--- config.mk ---
export PLATFORM = sky130hd
export DESIGN_NAME = backend_top
export DESIGN_NICKNAME = d
export VERILOG_FILES = /design/src/logic/backend_pkg.sv /design/src/logic/ex_wb_if.sv /design/src/logic/lsu_wishbone.sv /design/src/logic/wb_stage.sv /design/src/logic/reg_file.sv /design/src/logic/backend_top.sv
export SDC_FILE = /design/constraint.sdc
export NUM_CORES = 2
export LEC_CHECK = 0
export ABC_AREA = 1
export BUFFER_PORTS_ARGS = -buffer_cell sky130_fd_sc_hd__buf_2
export CAP_MARGIN = 0
export CORE_MARGIN = 2
export CORE_UTILIZATION = 55
export CTS_CLUSTER_DIAMETER = 100
export DETAILED_ROUTE_END_ITERATION = 12
export PLACE_DENSITY = 0.86
export SETUP_SLACK_MARGIN = 0.4
export SLEW_MARGIN = 20
export SYNTH_ARGS = -nofsm -noshare
export SYNTH_HDL_FRONTEND = slang
export SYNTH_SLANG_ARGS = --single-unit
--- constraint.sdc ---
create_clock -name clk_i -period 1.8 [get_ports clk_i]
set_clock_uncertainty 0.15 [all_clocks]
set_input_delay 0.09 -clock clk_i [delete_from_list [all_inputs] [get_ports clk_i]]
set_output_delay 0.09 -clock clk_i [all_outputs]
set_load 0.1 [all_outputs]
--- src/logic/backend_pkg.sv ---
// Shared widths, word types and the writeback instruction kind for the back end
// Every RTL module and the testbench import this package by wildcard in the module header
`default_nettype none

package backend_pkg;

  // Width of a data word, a register and a byte address
  localparam int unsigned XLEN = 32;

  // Width of a register index
  localparam int unsigned REG_ADDR_W = 5;

  // Number of architectural registers, x0 included
  localparam int unsigned NUM_REGS = 2 ** REG_ADDR_W;

  // Register value, load data, store data or a finished result
  typedef logic [XLEN-1:0] data_t;

  // Byte address on the bus and program counter of an instruction
  typedef logic [XLEN-1:0] addr_t;

  // Index into the register file
  typedef logic [REG_ADDR_W-1:0] reg_addr_t;

  // What an instruction waits for once it sits in writeback
  // OTHER retires at once, LOAD and STORE wait for the bus acknowledge
  typedef enum logic [1:0] {
    WB_INSTR_OTHER = 2'b00,
    WB_INSTR_LOAD  = 2'b01,
    WB_INSTR_STORE = 2'b10
  } wb_instr_type_e;

endpackage

`default_nettype wire

--- src/logic/ex_wb_if.sv ---
// Issued instruction as it crosses from the issue boundary into writeback and the LSU
// The top level drives it, the writeback stage and the LSU each read their own view
`timescale 1ns/1ps
`default_nettype none

interface ex_wb_if import backend_pkg::*; ();

  // Accept strobe, already qualified with the stage's ready
  logic           en;
  wb_instr_type_e instr_type;
  addr_t          pc;
  reg_addr_t      rf_waddr;
  data_t          rf_wdata;
  logic           rf_we;
  // Only meaningful for loads and stores
  addr_t          mem_addr;
  data_t          mem_wdata;

  modport issuer (
    output en, instr_type, pc, rf_waddr, rf_wdata, rf_we, mem_addr, mem_wdata
  );

  modport stage (
    input en, instr_type, pc, rf_waddr, rf_wdata, rf_we, mem_addr, mem_wdata
  );

  // The LSU only needs the memory part of the instruction
  modport lsu (
    input en, instr_type, mem_addr, mem_wdata
  );

endinterface

`default_nettype wire

--- src/logic/lsu_wishbone.sv ---
// Load/store unit that turns each accepted load or store into one Wishbone classic cycle
// Load data and a completion pulse go straight to the writeback stage on the ack cycle
`timescale 1ns/1ps
`default_nettype none

module lsu_wishbone import backend_pkg::*; (
  input  logic              clk_i,
  input  logic              rst_ni,

  ex_wb_if.lsu              ex_i,

  // Wishbone classic master
  output logic              wb_cyc_o,
  output logic              wb_stb_o,
  output logic              wb_we_o,
  output addr_t             wb_adr_o,
  output data_t             wb_dat_o,
  output logic [XLEN/8-1:0] wb_sel_o,
  input  data_t             wb_dat_i,
  input  logic              wb_ack_i,

  // Towards the writeback stage
  output data_t             rdata_o,
  output logic              rf_we_o,
  output logic              data_valid_o
);

  typedef enum logic {
    LSU_IDLE,
    LSU_BUS
  } lsu_state_e;

  lsu_state_e state_q;
  lsu_state_e state_d;

  // Bus request captured on acceptance and held for the whole cycle
  addr_t adr_q;
  data_t dat_q;
  logic  we_q;

  logic  mem_req;
  logic  bus_ack;

  // A memory instruction is accepted this cycle
  assign mem_req = ex_i.en & ((ex_i.instr_type == WB_INSTR_LOAD) |
                              (ex_i.instr_type == WB_INSTR_STORE));

  // The ack only counts while a cycle is actually open
  assign bus_ack = (state_q == LSU_BUS) & wb_ack_i;

  always_comb begin
    state_d = state_q;
    unique case (state_q)
      LSU_IDLE: begin
        if (mem_req) begin
          state_d = LSU_BUS;
        end
      end
      LSU_BUS: begin
        // A new access can only be accepted in the ack cycle, since ready is low before it
        if (bus_ack) begin
          state_d = mem_req ? LSU_BUS : LSU_IDLE;
        end
      end
      default: state_d = LSU_IDLE;
    endcase
  end

  always_ff @(posedge clk_i or negedge rst_ni) begin
    if (!rst_ni) begin
      state_q <= LSU_IDLE;
      adr_q   <= '0;
      dat_q   <= '0;
      we_q    <= 1'b0;
    end else begin
      state_q <= state_d;
      if (mem_req) begin
        // Word accesses only, so the byte offset is dropped
        adr_q <= {ex_i.mem_addr[XLEN-1:2], 2'b00};
        dat_q <= ex_i.mem_wdata;
        we_q  <= (ex_i.instr_type == WB_INSTR_STORE);
      end
    end
  end

  // Cyc and stb rise and fall together for the whole access
  assign wb_cyc_o = (state_q == LSU_BUS);
  assign wb_stb_o = (state_q == LSU_BUS);
  assign wb_we_o  = we_q;
  assign wb_adr_o = adr_q;
  assign wb_dat_o = dat_q;
  assign wb_sel_o = '1;

  // Read data is passed through on the ack cycle, only loads write the register file
  assign rdata_o      = wb_dat_i;
  assign data_valid_o = bus_ack;
  assign rf_we_o      = bus_ack & ~we_q;

endmodule

`default_nettype wire

--- src/logic/wb_stage.sv ---
// Registered writeback stage holding one instruction until it completes
// Merges the issued result and the LSU load data into one register-file write port
`timescale 1ns/1ps
`default_nettype none

module wb_stage import backend_pkg::*; (
  input  logic      clk_i,
  input  logic      rst_ni,

  ex_wb_if.stage    ex_i,

  // Load/store completion from the LSU
  input  data_t     lsu_rdata_i,
  input  logic      lsu_rf_we_i,
  input  logic      lsu_data_valid_i,

  // Issue side and status
  output logic      ready_o,
  output logic      instr_done_o,
  output addr_t     pc_wb_o,
  output logic      outstanding_load_o,
  output logic      outstanding_store_o,

  // Register-file write port
  output reg_addr_t rf_waddr_o,
  output data_t     rf_wdata_o,
  output logic      rf_we_o
);

  // Occupancy of the single stage slot
  logic           valid_q;
  logic           valid_d;
  logic           done;

  // Copy of the instruction taken on acceptance
  wb_instr_type_e type_q;
  addr_t          pc_q;
  reg_addr_t      waddr_q;
  data_t          wdata_q;
  logic           we_q;

  // Write from the stored result rather than from the LSU
  logic           stage_we;

  // Plain instructions finish in their first cycle, memory ones wait for the LSU
  // Only meaningful while valid_q is set
  assign done = (type_q == WB_INSTR_OTHER) | lsu_data_valid_i;

  // A new instruction enters when the slot is empty or being vacated this cycle
  assign ready_o = ~valid_q | done;

  // The slot stays full if a new instruction enters as the old one retires
  assign valid_d = ex_i.en | (valid_q & ~done);

  always_ff @(posedge clk_i or negedge rst_ni) begin
    if (!rst_ni) begin
      valid_q <= 1'b0;
      type_q  <= WB_INSTR_OTHER;
      pc_q    <= '0;
      waddr_q <= '0;
      wdata_q <= '0;
      we_q    <= 1'b0;
    end else begin
      valid_q <= valid_d;
      if (ex_i.en) begin
        type_q  <= ex_i.instr_type;
        pc_q    <= ex_i.pc;
        waddr_q <= ex_i.rf_waddr;
        wdata_q <= ex_i.rf_wdata;
        we_q    <= ex_i.rf_we;
      end
    end
  end

  assign instr_done_o = valid_q & done;
  assign pc_wb_o      = pc_q;

  // Status flags hold from the first cycle of occupancy up to and including the ack cycle
  assign outstanding_load_o  = valid_q & (type_q == WB_INSTR_LOAD);
  assign outstanding_store_o = valid_q & (type_q == WB_INSTR_STORE);

  // Loads and stores never write the stored result, which keeps the two sources exclusive
  assign stage_we = valid_q & we_q & (type_q == WB_INSTR_OTHER);

  // A load's destination is the stored index as well, so one address serves both sources
  assign rf_waddr_o = waddr_q;
  assign rf_wdata_o = stage_we ? wdata_q : lsu_rdata_i;
  assign rf_we_o    = stage_we | lsu_rf_we_i;

endmodule

`default_nettype wire

--- src/logic/reg_file.sv ---
// Register file with 32 entries, one write port and one combinational read port
// Index 0 is hardwired to zero and writes to it are dropped
`timescale 1ns/1ps
`default_nettype none

module reg_file import backend_pkg::*; (
  input  logic      clk_i,
  input  logic      rst_ni,

  // Write port, taken at the rising edge
  input  logic      we_i,
  input  reg_addr_t waddr_i,
  input  data_t     wdata_i,

  // Read port, visible the edge after a write
  input  reg_addr_t raddr_i,
  output data_t     rdata_o
);

  // x0 has no storage
  data_t regs_q [1:NUM_REGS-1];

  always_ff @(posedge clk_i or negedge rst_ni) begin
    if (!rst_ni) begin
      for (int i = 1; i < NUM_REGS; i++) begin
        regs_q[i] <= '0;
      end
    end else if (we_i && (waddr_i != '0)) begin
      regs_q[waddr_i] <= wdata_i;
    end
  end

  // Reads of x0 return zero without touching the array
  assign rdata_o = (raddr_i == '0) ? '0 : regs_q[raddr_i];

endmodule

`default_nettype wire

--- src/logic/backend_top.sv ---
// Top level of the back end with plain issue, Wishbone, status and observation ports
// Feeds the issue ports into the shared instruction bundle and wires up the three blocks
`timescale 1ns/1ps
`default_nettype none

module backend_top import backend_pkg::*; (
  input  logic              clk_i,
  input  logic              rst_ni,

  // Issue handshake, inputs sampled only on acceptance
  input  logic              issue_valid_i,
  output logic              issue_ready_o,
  input  wb_instr_type_e    issue_type_i,
  input  addr_t             issue_pc_i,
  input  reg_addr_t         issue_rd_i,
  input  data_t             issue_result_i,
  input  logic              issue_rd_we_i,
  input  addr_t             issue_addr_i,
  input  data_t             issue_store_data_i,

  // Wishbone classic master
  output logic              wb_cyc_o,
  output logic              wb_stb_o,
  output logic              wb_we_o,
  output addr_t             wb_adr_o,
  output data_t             wb_dat_o,
  output logic [XLEN/8-1:0] wb_sel_o,
  input  data_t             wb_dat_i,
  input  logic              wb_ack_i,

  // Retirement status
  output logic              instr_done_o,
  output addr_t             pc_wb_o,
  output logic              outstanding_load_o,
  output logic              outstanding_store_o,

  // Register observation port
  input  reg_addr_t         rf_raddr_i,
  output data_t             rf_rdata_o
);

  ex_wb_if ex_wb ();

  logic      stage_ready;
  data_t     lsu_rdata;
  logic      lsu_rf_we;
  logic      lsu_data_valid;
  reg_addr_t rf_waddr;
  data_t     rf_wdata;
  logic      rf_we;

  // The accept strobe is formed here once, both consumers see the same event
  assign ex_wb.en         = issue_valid_i & stage_ready;
  assign ex_wb.instr_type = issue_type_i;
  assign ex_wb.pc         = issue_pc_i;
  assign ex_wb.rf_waddr   = issue_rd_i;
  assign ex_wb.rf_wdata   = issue_result_i;
  assign ex_wb.rf_we      = issue_rd_we_i;
  assign ex_wb.mem_addr   = issue_addr_i;
  assign ex_wb.mem_wdata  = issue_store_data_i;

  assign issue_ready_o = stage_ready;

  lsu_wishbone u_lsu (
    .clk_i        (clk_i),
    .rst_ni       (rst_ni),
    .ex_i         (ex_wb.lsu),
    .wb_cyc_o     (wb_cyc_o),
    .wb_stb_o     (wb_stb_o),
    .wb_we_o      (wb_we_o),
    .wb_adr_o     (wb_adr_o),
    .wb_dat_o     (wb_dat_o),
    .wb_sel_o     (wb_sel_o),
    .wb_dat_i     (wb_dat_i),
    .wb_ack_i     (wb_ack_i),
    .rdata_o      (lsu_rdata),
    .rf_we_o      (lsu_rf_we),
    .data_valid_o (lsu_data_valid)
  );

  wb_stage u_wb_stage (
    .clk_i               (clk_i),
    .rst_ni              (rst_ni),
    .ex_i                (ex_wb.stage),
    .lsu_rdata_i         (lsu_rdata),
    .lsu_rf_we_i         (lsu_rf_we),
    .lsu_data_valid_i    (lsu_data_valid),
    .ready_o             (stage_ready),
    .instr_done_o        (instr_done_o),
    .pc_wb_o             (pc_wb_o),
    .outstanding_load_o  (outstanding_load_o),
    .outstanding_store_o (outstanding_store_o),
    .rf_waddr_o          (rf_waddr),
    .rf_wdata_o          (rf_wdata),
    .rf_we_o             (rf_we)
  );

  reg_file u_reg_file (
    .clk_i   (clk_i),
    .rst_ni  (rst_ni),
    .we_i    (rf_we),
    .waddr_i (rf_waddr),
    .wdata_i (rf_wdata),
    .raddr_i (rf_raddr_i),
    .rdata_o (rf_rdata_o)
  );

endmodule

`default_nettype wire

==> impl_results.md, run 1 <==
- Outcome: did not finish
- Failing step: global routing
- Run Error: [ERROR GRT-0116] Global routing finished with congestion. Check the congestion regions in the DRC Viewer.
- First-pass GRT wire length: 538000 microns
- Yosys top cell by area: dfrtp_1
- # IOs: 316
- Die extent in x: approximately 310 microns
- Synth area leaders: dfrtp_1 53%, nand2_1 21%, o21ai_0 9.2%
- Port bufs: 307
- Row cnt: 113
- Clk buf depth: 3
- Vias in the first global route: 73300
- Post-synthesis sequential area ratio: 53.2%
- Global-route usage over all layers: 75.2%
- Die Y-Extent: 315 microns
- Clock Sinks: roughly 1100
- Mapped Cells: 7015
- Post-Syn Area: 0.0531 sq mm
- Yosys top cell area share: 53.2%
- Root Driver: clkbuf_16
- Placer Congestion: 0.888
- H-tree levels: 3
- Post-Place Cells: about 8400
- Cell variety after synth: 24
- DP HPWL: 104000 microns
- Largest net degree at the start of global routing: 84
- Starting Density: 55.7%
- Synth Register Bits: between 1000 and 1500
- Yosys warns: 0
- Overflow after GRT: 366
- Num CTS Buffers: 116
- Syn avg cell area: 7.56 sq um
[Yosys cell counts (all sizes together)]
cell / count
a21oi: 49
nor2: 18
nand2: 3023
or2: 1
dfrtp: 1129
mux2i: 32
o21ai: 1058
clkbuf: 302
nor3: 8
conb: 2
ha: 1
nand3: 514
buf: 224
inv: 654
[per-stage QoR]
stage	setup slack, ps	setup TNS (ps)	utilization [%]	area, sq um	hold slack, ps
floorplan	-135	-125540	-	53300	-356
global placement	-495	-466160	62.4	59400	-115
detailed placement	-507	-431700	62.4	59400	-120
CTS	-469	-336160	74.5	71000	0.0351
[metal layers]
metal / GRT usage, % / GRT overflow
met2: 85.8 / 166
met1: 73.3 / 44
met4: 71.2 / 112
met3: 69.4 / 33
met5: 54.0 / 11
[cells by family after synthesis]
family | count (synthesis) | synth area share (%)
simple gates | 3564 | 26.8
buf+inv | 1180 | 8.86
flops | 1129 | 53.2
compound gates | 1107 | 10.4
mux | 32 | 0.604
other cells | 2 | 0.0142
fa+ha+maj | 1 | 0.0236
[repair_timing]
item,4_1_cts
endpoints found under the setup margin,1261
cloned,110
setup buffers,77
hold buffers,198
pin swaps,58
hold endpoints to repair,2113
resized for setup,482
==> inputs of run 2 (changes only) <==
--- a/config.mk
+++ b/config.mk
@@ -9,11 +9,9 @@
 export BUFFER_PORTS_ARGS = -buffer_cell sky130_fd_sc_hd__buf_2
 export CAP_MARGIN = 0
 export CORE_MARGIN = 2
-export CORE_UTILIZATION = 55
-export CTS_CLUSTER_DIAMETER = 100
+export CORE_UTILIZATION = 40
 export DETAILED_ROUTE_END_ITERATION = 12
-export PLACE_DENSITY = 0.86
-export SETUP_SLACK_MARGIN = 0.4
+export PLACE_DENSITY_LB_ADDON = 0.15
 export SLEW_MARGIN = 20
 export SYNTH_ARGS = -nofsm -noshare
 export SYNTH_HDL_FRONTEND = slang
==> constraint.sdc (replaced) <==
create_clock -name clk_i -period 2.35 [get_ports clk_i]
set_clock_uncertainty 0.15 [all_clocks]
set_input_delay 0.1175 -clock clk_i [delete_from_list [all_inputs] [get_ports clk_i]]
set_output_delay 0.1175 -clock clk_i [all_outputs]
set_load 0.1 [all_outputs]
==> run 2 against run 1 <==
Area after synthesis stayed put. Synthesized cell count did not move. The flow now finishes, with violations (setup timing).
==> impl_results.md, run 2 <==
- Outcome: finished with violations
- Violated checks: setup timing
- List of most frequent post-synthesis cells: 2991 x nand2_1, 1129 x dfrtp_1, 975 x o21ai_0
- DRT antenna net count: 0
- Die extent in x: 368 microns (+17%)
- Setup crit start: issue_type_i[0]
- Port bufs: 307 (unchanged)
- Reg clk slew, reported paths: 60 ps
- Fmax: 418 MHz
- Power per cell area: 1180 mW/mm^2
- Drt wl/cell: 19.8 microns
- Clk buf depth: 3 (unchanged)
- Layout cell share with drive strength beyond 1: 13.4%
- Clk pwr share: 26.0%
- Sequential power share: 38.5%
- Number of flip-flops in the largest register: 992
- Final setup viols: 1
- Max Slew Vio Count: 0
- Tightest Hold Check Type: input pin to flop
- Slew headroom: 57.5%
- Clock period minus worst slack: 2390 ps
- Gate power share: 35.5%
- Die Y-Extent: 368 microns (+17%)
- Unrepaired setup endpoints after global routing: true
- Synth Register Bits: 1129 (unchanged)
- Post-Syn Area: 0.0531 sq mm (unchanged)
- Fin area: 0.0679 sq mm
- Ys async rst share: 100% (unchanged)
- Mapped Cells: 7015 (unchanged)
- MaxCap Viol Count: 0
- Worst Path Max Fanout: 10
- Synth area leaders: dfrtp_1 53%, nand2_1 21%, o21ai_0 9.2%
- DRC viols: 0
- Via count: 48100
- Worst hold path stage count: 4
- Clock Sinks: 1129 (unchanged)
- Most common cell after layout, fill and taps aside: nand2_1
- Total wire length: ~190000 microns
- WS Path Type: input pin to flop
- Top FF cell, synth: dfrtp_1
- P&R area growth vs syn: 27.9%
- R2R cell count: 7
- Die ar.: 0.136 sq mm
- Final-stage net count: 7770
- Pint: 48.3 mW
- Overflow after GRT: 0
- Switching share of power: 39.6%
- Iter 0 DRT Violations: 4854
- Worst hold margin: 89.6 ps
- Global-route usage over all layers: 27.7%
- Row cnt: 133 (+18%)
- Reg2Reg Launch Point: u_wb_stage.type_q[0]
- H-tree levels: 4 (+1)
- First-pass GRT wire length: ~290000 microns
- EDFF count, synth: 0 (unchanged)
- Largest net degree at the start of global routing: 106
- # IOs: 316 (unchanged)
- DP HPWL: 107000 microns (+2.4%)
- Starting Density: 40.3% (-15 points)
- Post-Place Cells: 8800 (+4.8%)
- Cell variety after synth: 24 (unchanged)
- Peak VDD IR: between 0.0015 and 0.002 V
- Count leader, synth: nand2_1
- Crit path depth: 8
- Yosys top cell area share: 53.2% (unchanged)
- Cell Area, Placed: 0.0590 sq mm (-0.81%)
- Worst-path cell chain: dlygate4sd3_1 -> buf_2 -> dlygate4sd3_1 -> inv_1 -> ha_1 -> or2_4 -> o21ai_0 -> dlygate4sd3_1
- Crit path largest cell delay: roughly 640 ps
- Yosys top cell by area: dfrtp_1
- Initial antenna violation count: 5
- Core Footprint: 0.132 sq mm
- R2r endpoint: u_lsu.wb_dat_o[13]
- Worst slew pin tran: 638 ps
- Num CTS Buffers: 132 (+14%)
- Top delay family on crit path: buffers and inverters
- Yosys warns: 0 (unchanged)
- Root Driver: clkbuf_16
- Most used cell along the critical path: dlygate4sd3_1
- Post-synthesis sequential area ratio: 53.2% (unchanged)
- Final worst setup slack: -40.3 ps
- Skew-Pair Late Insertion Delay: 770 ps
- Final non-filler cell total: 9449
- Fin crit share: 102%
- Total power: 79.9 mW
- Placer Congestion: 0.826 (-7.0%)
- LEAKAGE: ~34 nW
- Syn avg cell area: 7.56 sq um (unchanged)
- Buf/Inv on CP: 5
- Setup slack, reg-to-reg: -20 ps
- Top reg by flops: u_reg_file.regs_q
- Via density: 5.09
- Critical Path RT: 2880 ps
- Crit. End Element: flop
- CTS tree: yes
- Fin. Hold Viols: 0
- Commonest cells after routing, fill and taps aside: 2887 x nand2_1, 1126 x dfrtp_1, 973 x o21ai_0
- Crit path arrival time: 2920 ps
- Vias in the first global route: 46900
- Critical Path Source Type: input pin
- Switching power: 31.7 mW
- CP endpoint: u_lsu.wb_dat_o[13]
- Pre-Repair DR Iteration Count: 6
- Slowest-stage cell, CP: dlygate4sd3_1
run 2: cell counts after synthesis:
No cell type changed its count.
run 2: how the worst min path moves through the flow:
stage,start,end,slack (ps)
finish,issue_rd_i[1],u_wb_stage.rf_waddr_o[1],90
global route,issue_rd_i[1],u_wb_stage.rf_waddr_o[1],100
CTS,issue_store_data_i[10],u_lsu.wb_dat_o[10],20
detailed placement,rst_ni,u_reg_file.regs_q[673],-120
global placement,rst_ni,u_reg_file.regs_q[641],-130
floorplan,rst_ni,u_lsu.wb_adr_o[10],-330
run 2: repair_timing:
action | in CTS | in global routing
hold buffers | 375 | 0
hold endpoints to repair | 2258 | 0
buffers inserted | 11 | 27
gates resized for setup | 90 | 98
pin swaps | 43 | 88
setup endpoints to repair | 32 | 54
gates cloned | 2 | 3
run 2: cell type report:
class,count,area (sq um)
Multi-Input combinational cell,4712,20800
Sequential cell,1129,28300
Fill cell,12500,63800
Antenna cell,5,12.5
Clock buffer,212,4150
Timing Repair Buffer,963,9770
Tap cell,1755,2200
Inverter,654,2480
Clock inverter,19,209
run 2: worst register-to-register path: stages (launching register included):
cell and delay (ps):
dfrtp_2 440, nor2_4 160, a21oi_2 80, nand2_4 130, nand2_4 120, or2_4 330, o21ai_0 240, dlygate4sd3_1 640
run 2: per-stage QoR:
stage | worst slack (ps) | setup TNS, ps | utilization, %
2_1_floorplan | 119 | 0 | -
3_3_place_gp | 164 | 0 | 44.8
3_5_place_dp | 167 | 0 | 44.8
4_1_cts | -108 | -589 | 51.2
5_1_grt | -114 | -1990 | 51.6
6_report | -40.3 | -40.3 | 51.6
run 2: kinds of logic after synthesis:
family,synth area share (%)
AND/OR/NAND/NOR,26.8
flip-flops,53.2
AO/OA/AOI/OAI,10.4
buffers and inverters,8.86
multiplexers,0.604
adder cells (fa/ha/maj),0.0236
other,0.0142
run 2: layer usage:
layer,part of all wire [%],wire length (microns),vias up,GRT usage [%]
li1,-,-,22900,-
met1,45,83900,23200,39.0
met2,46,85300,1673,44.0
met3,6.5,12100,307,4.08
met4,2.9,5500,0,8.61
met5,0,0,-,0
run 2: power groups by stage:
stage,sequential (mW),clock (mW),combinational [mW]
finish,30.8,20.8,28.4
global route,31.6,22.0,31.4
CTS,30.6,21.1,27.8
detailed placement,30.8,0,26.4
global placement,30.6,0,26.0
floorplan,35.6,0,13.4
Power figures use the tool's default switching activity.
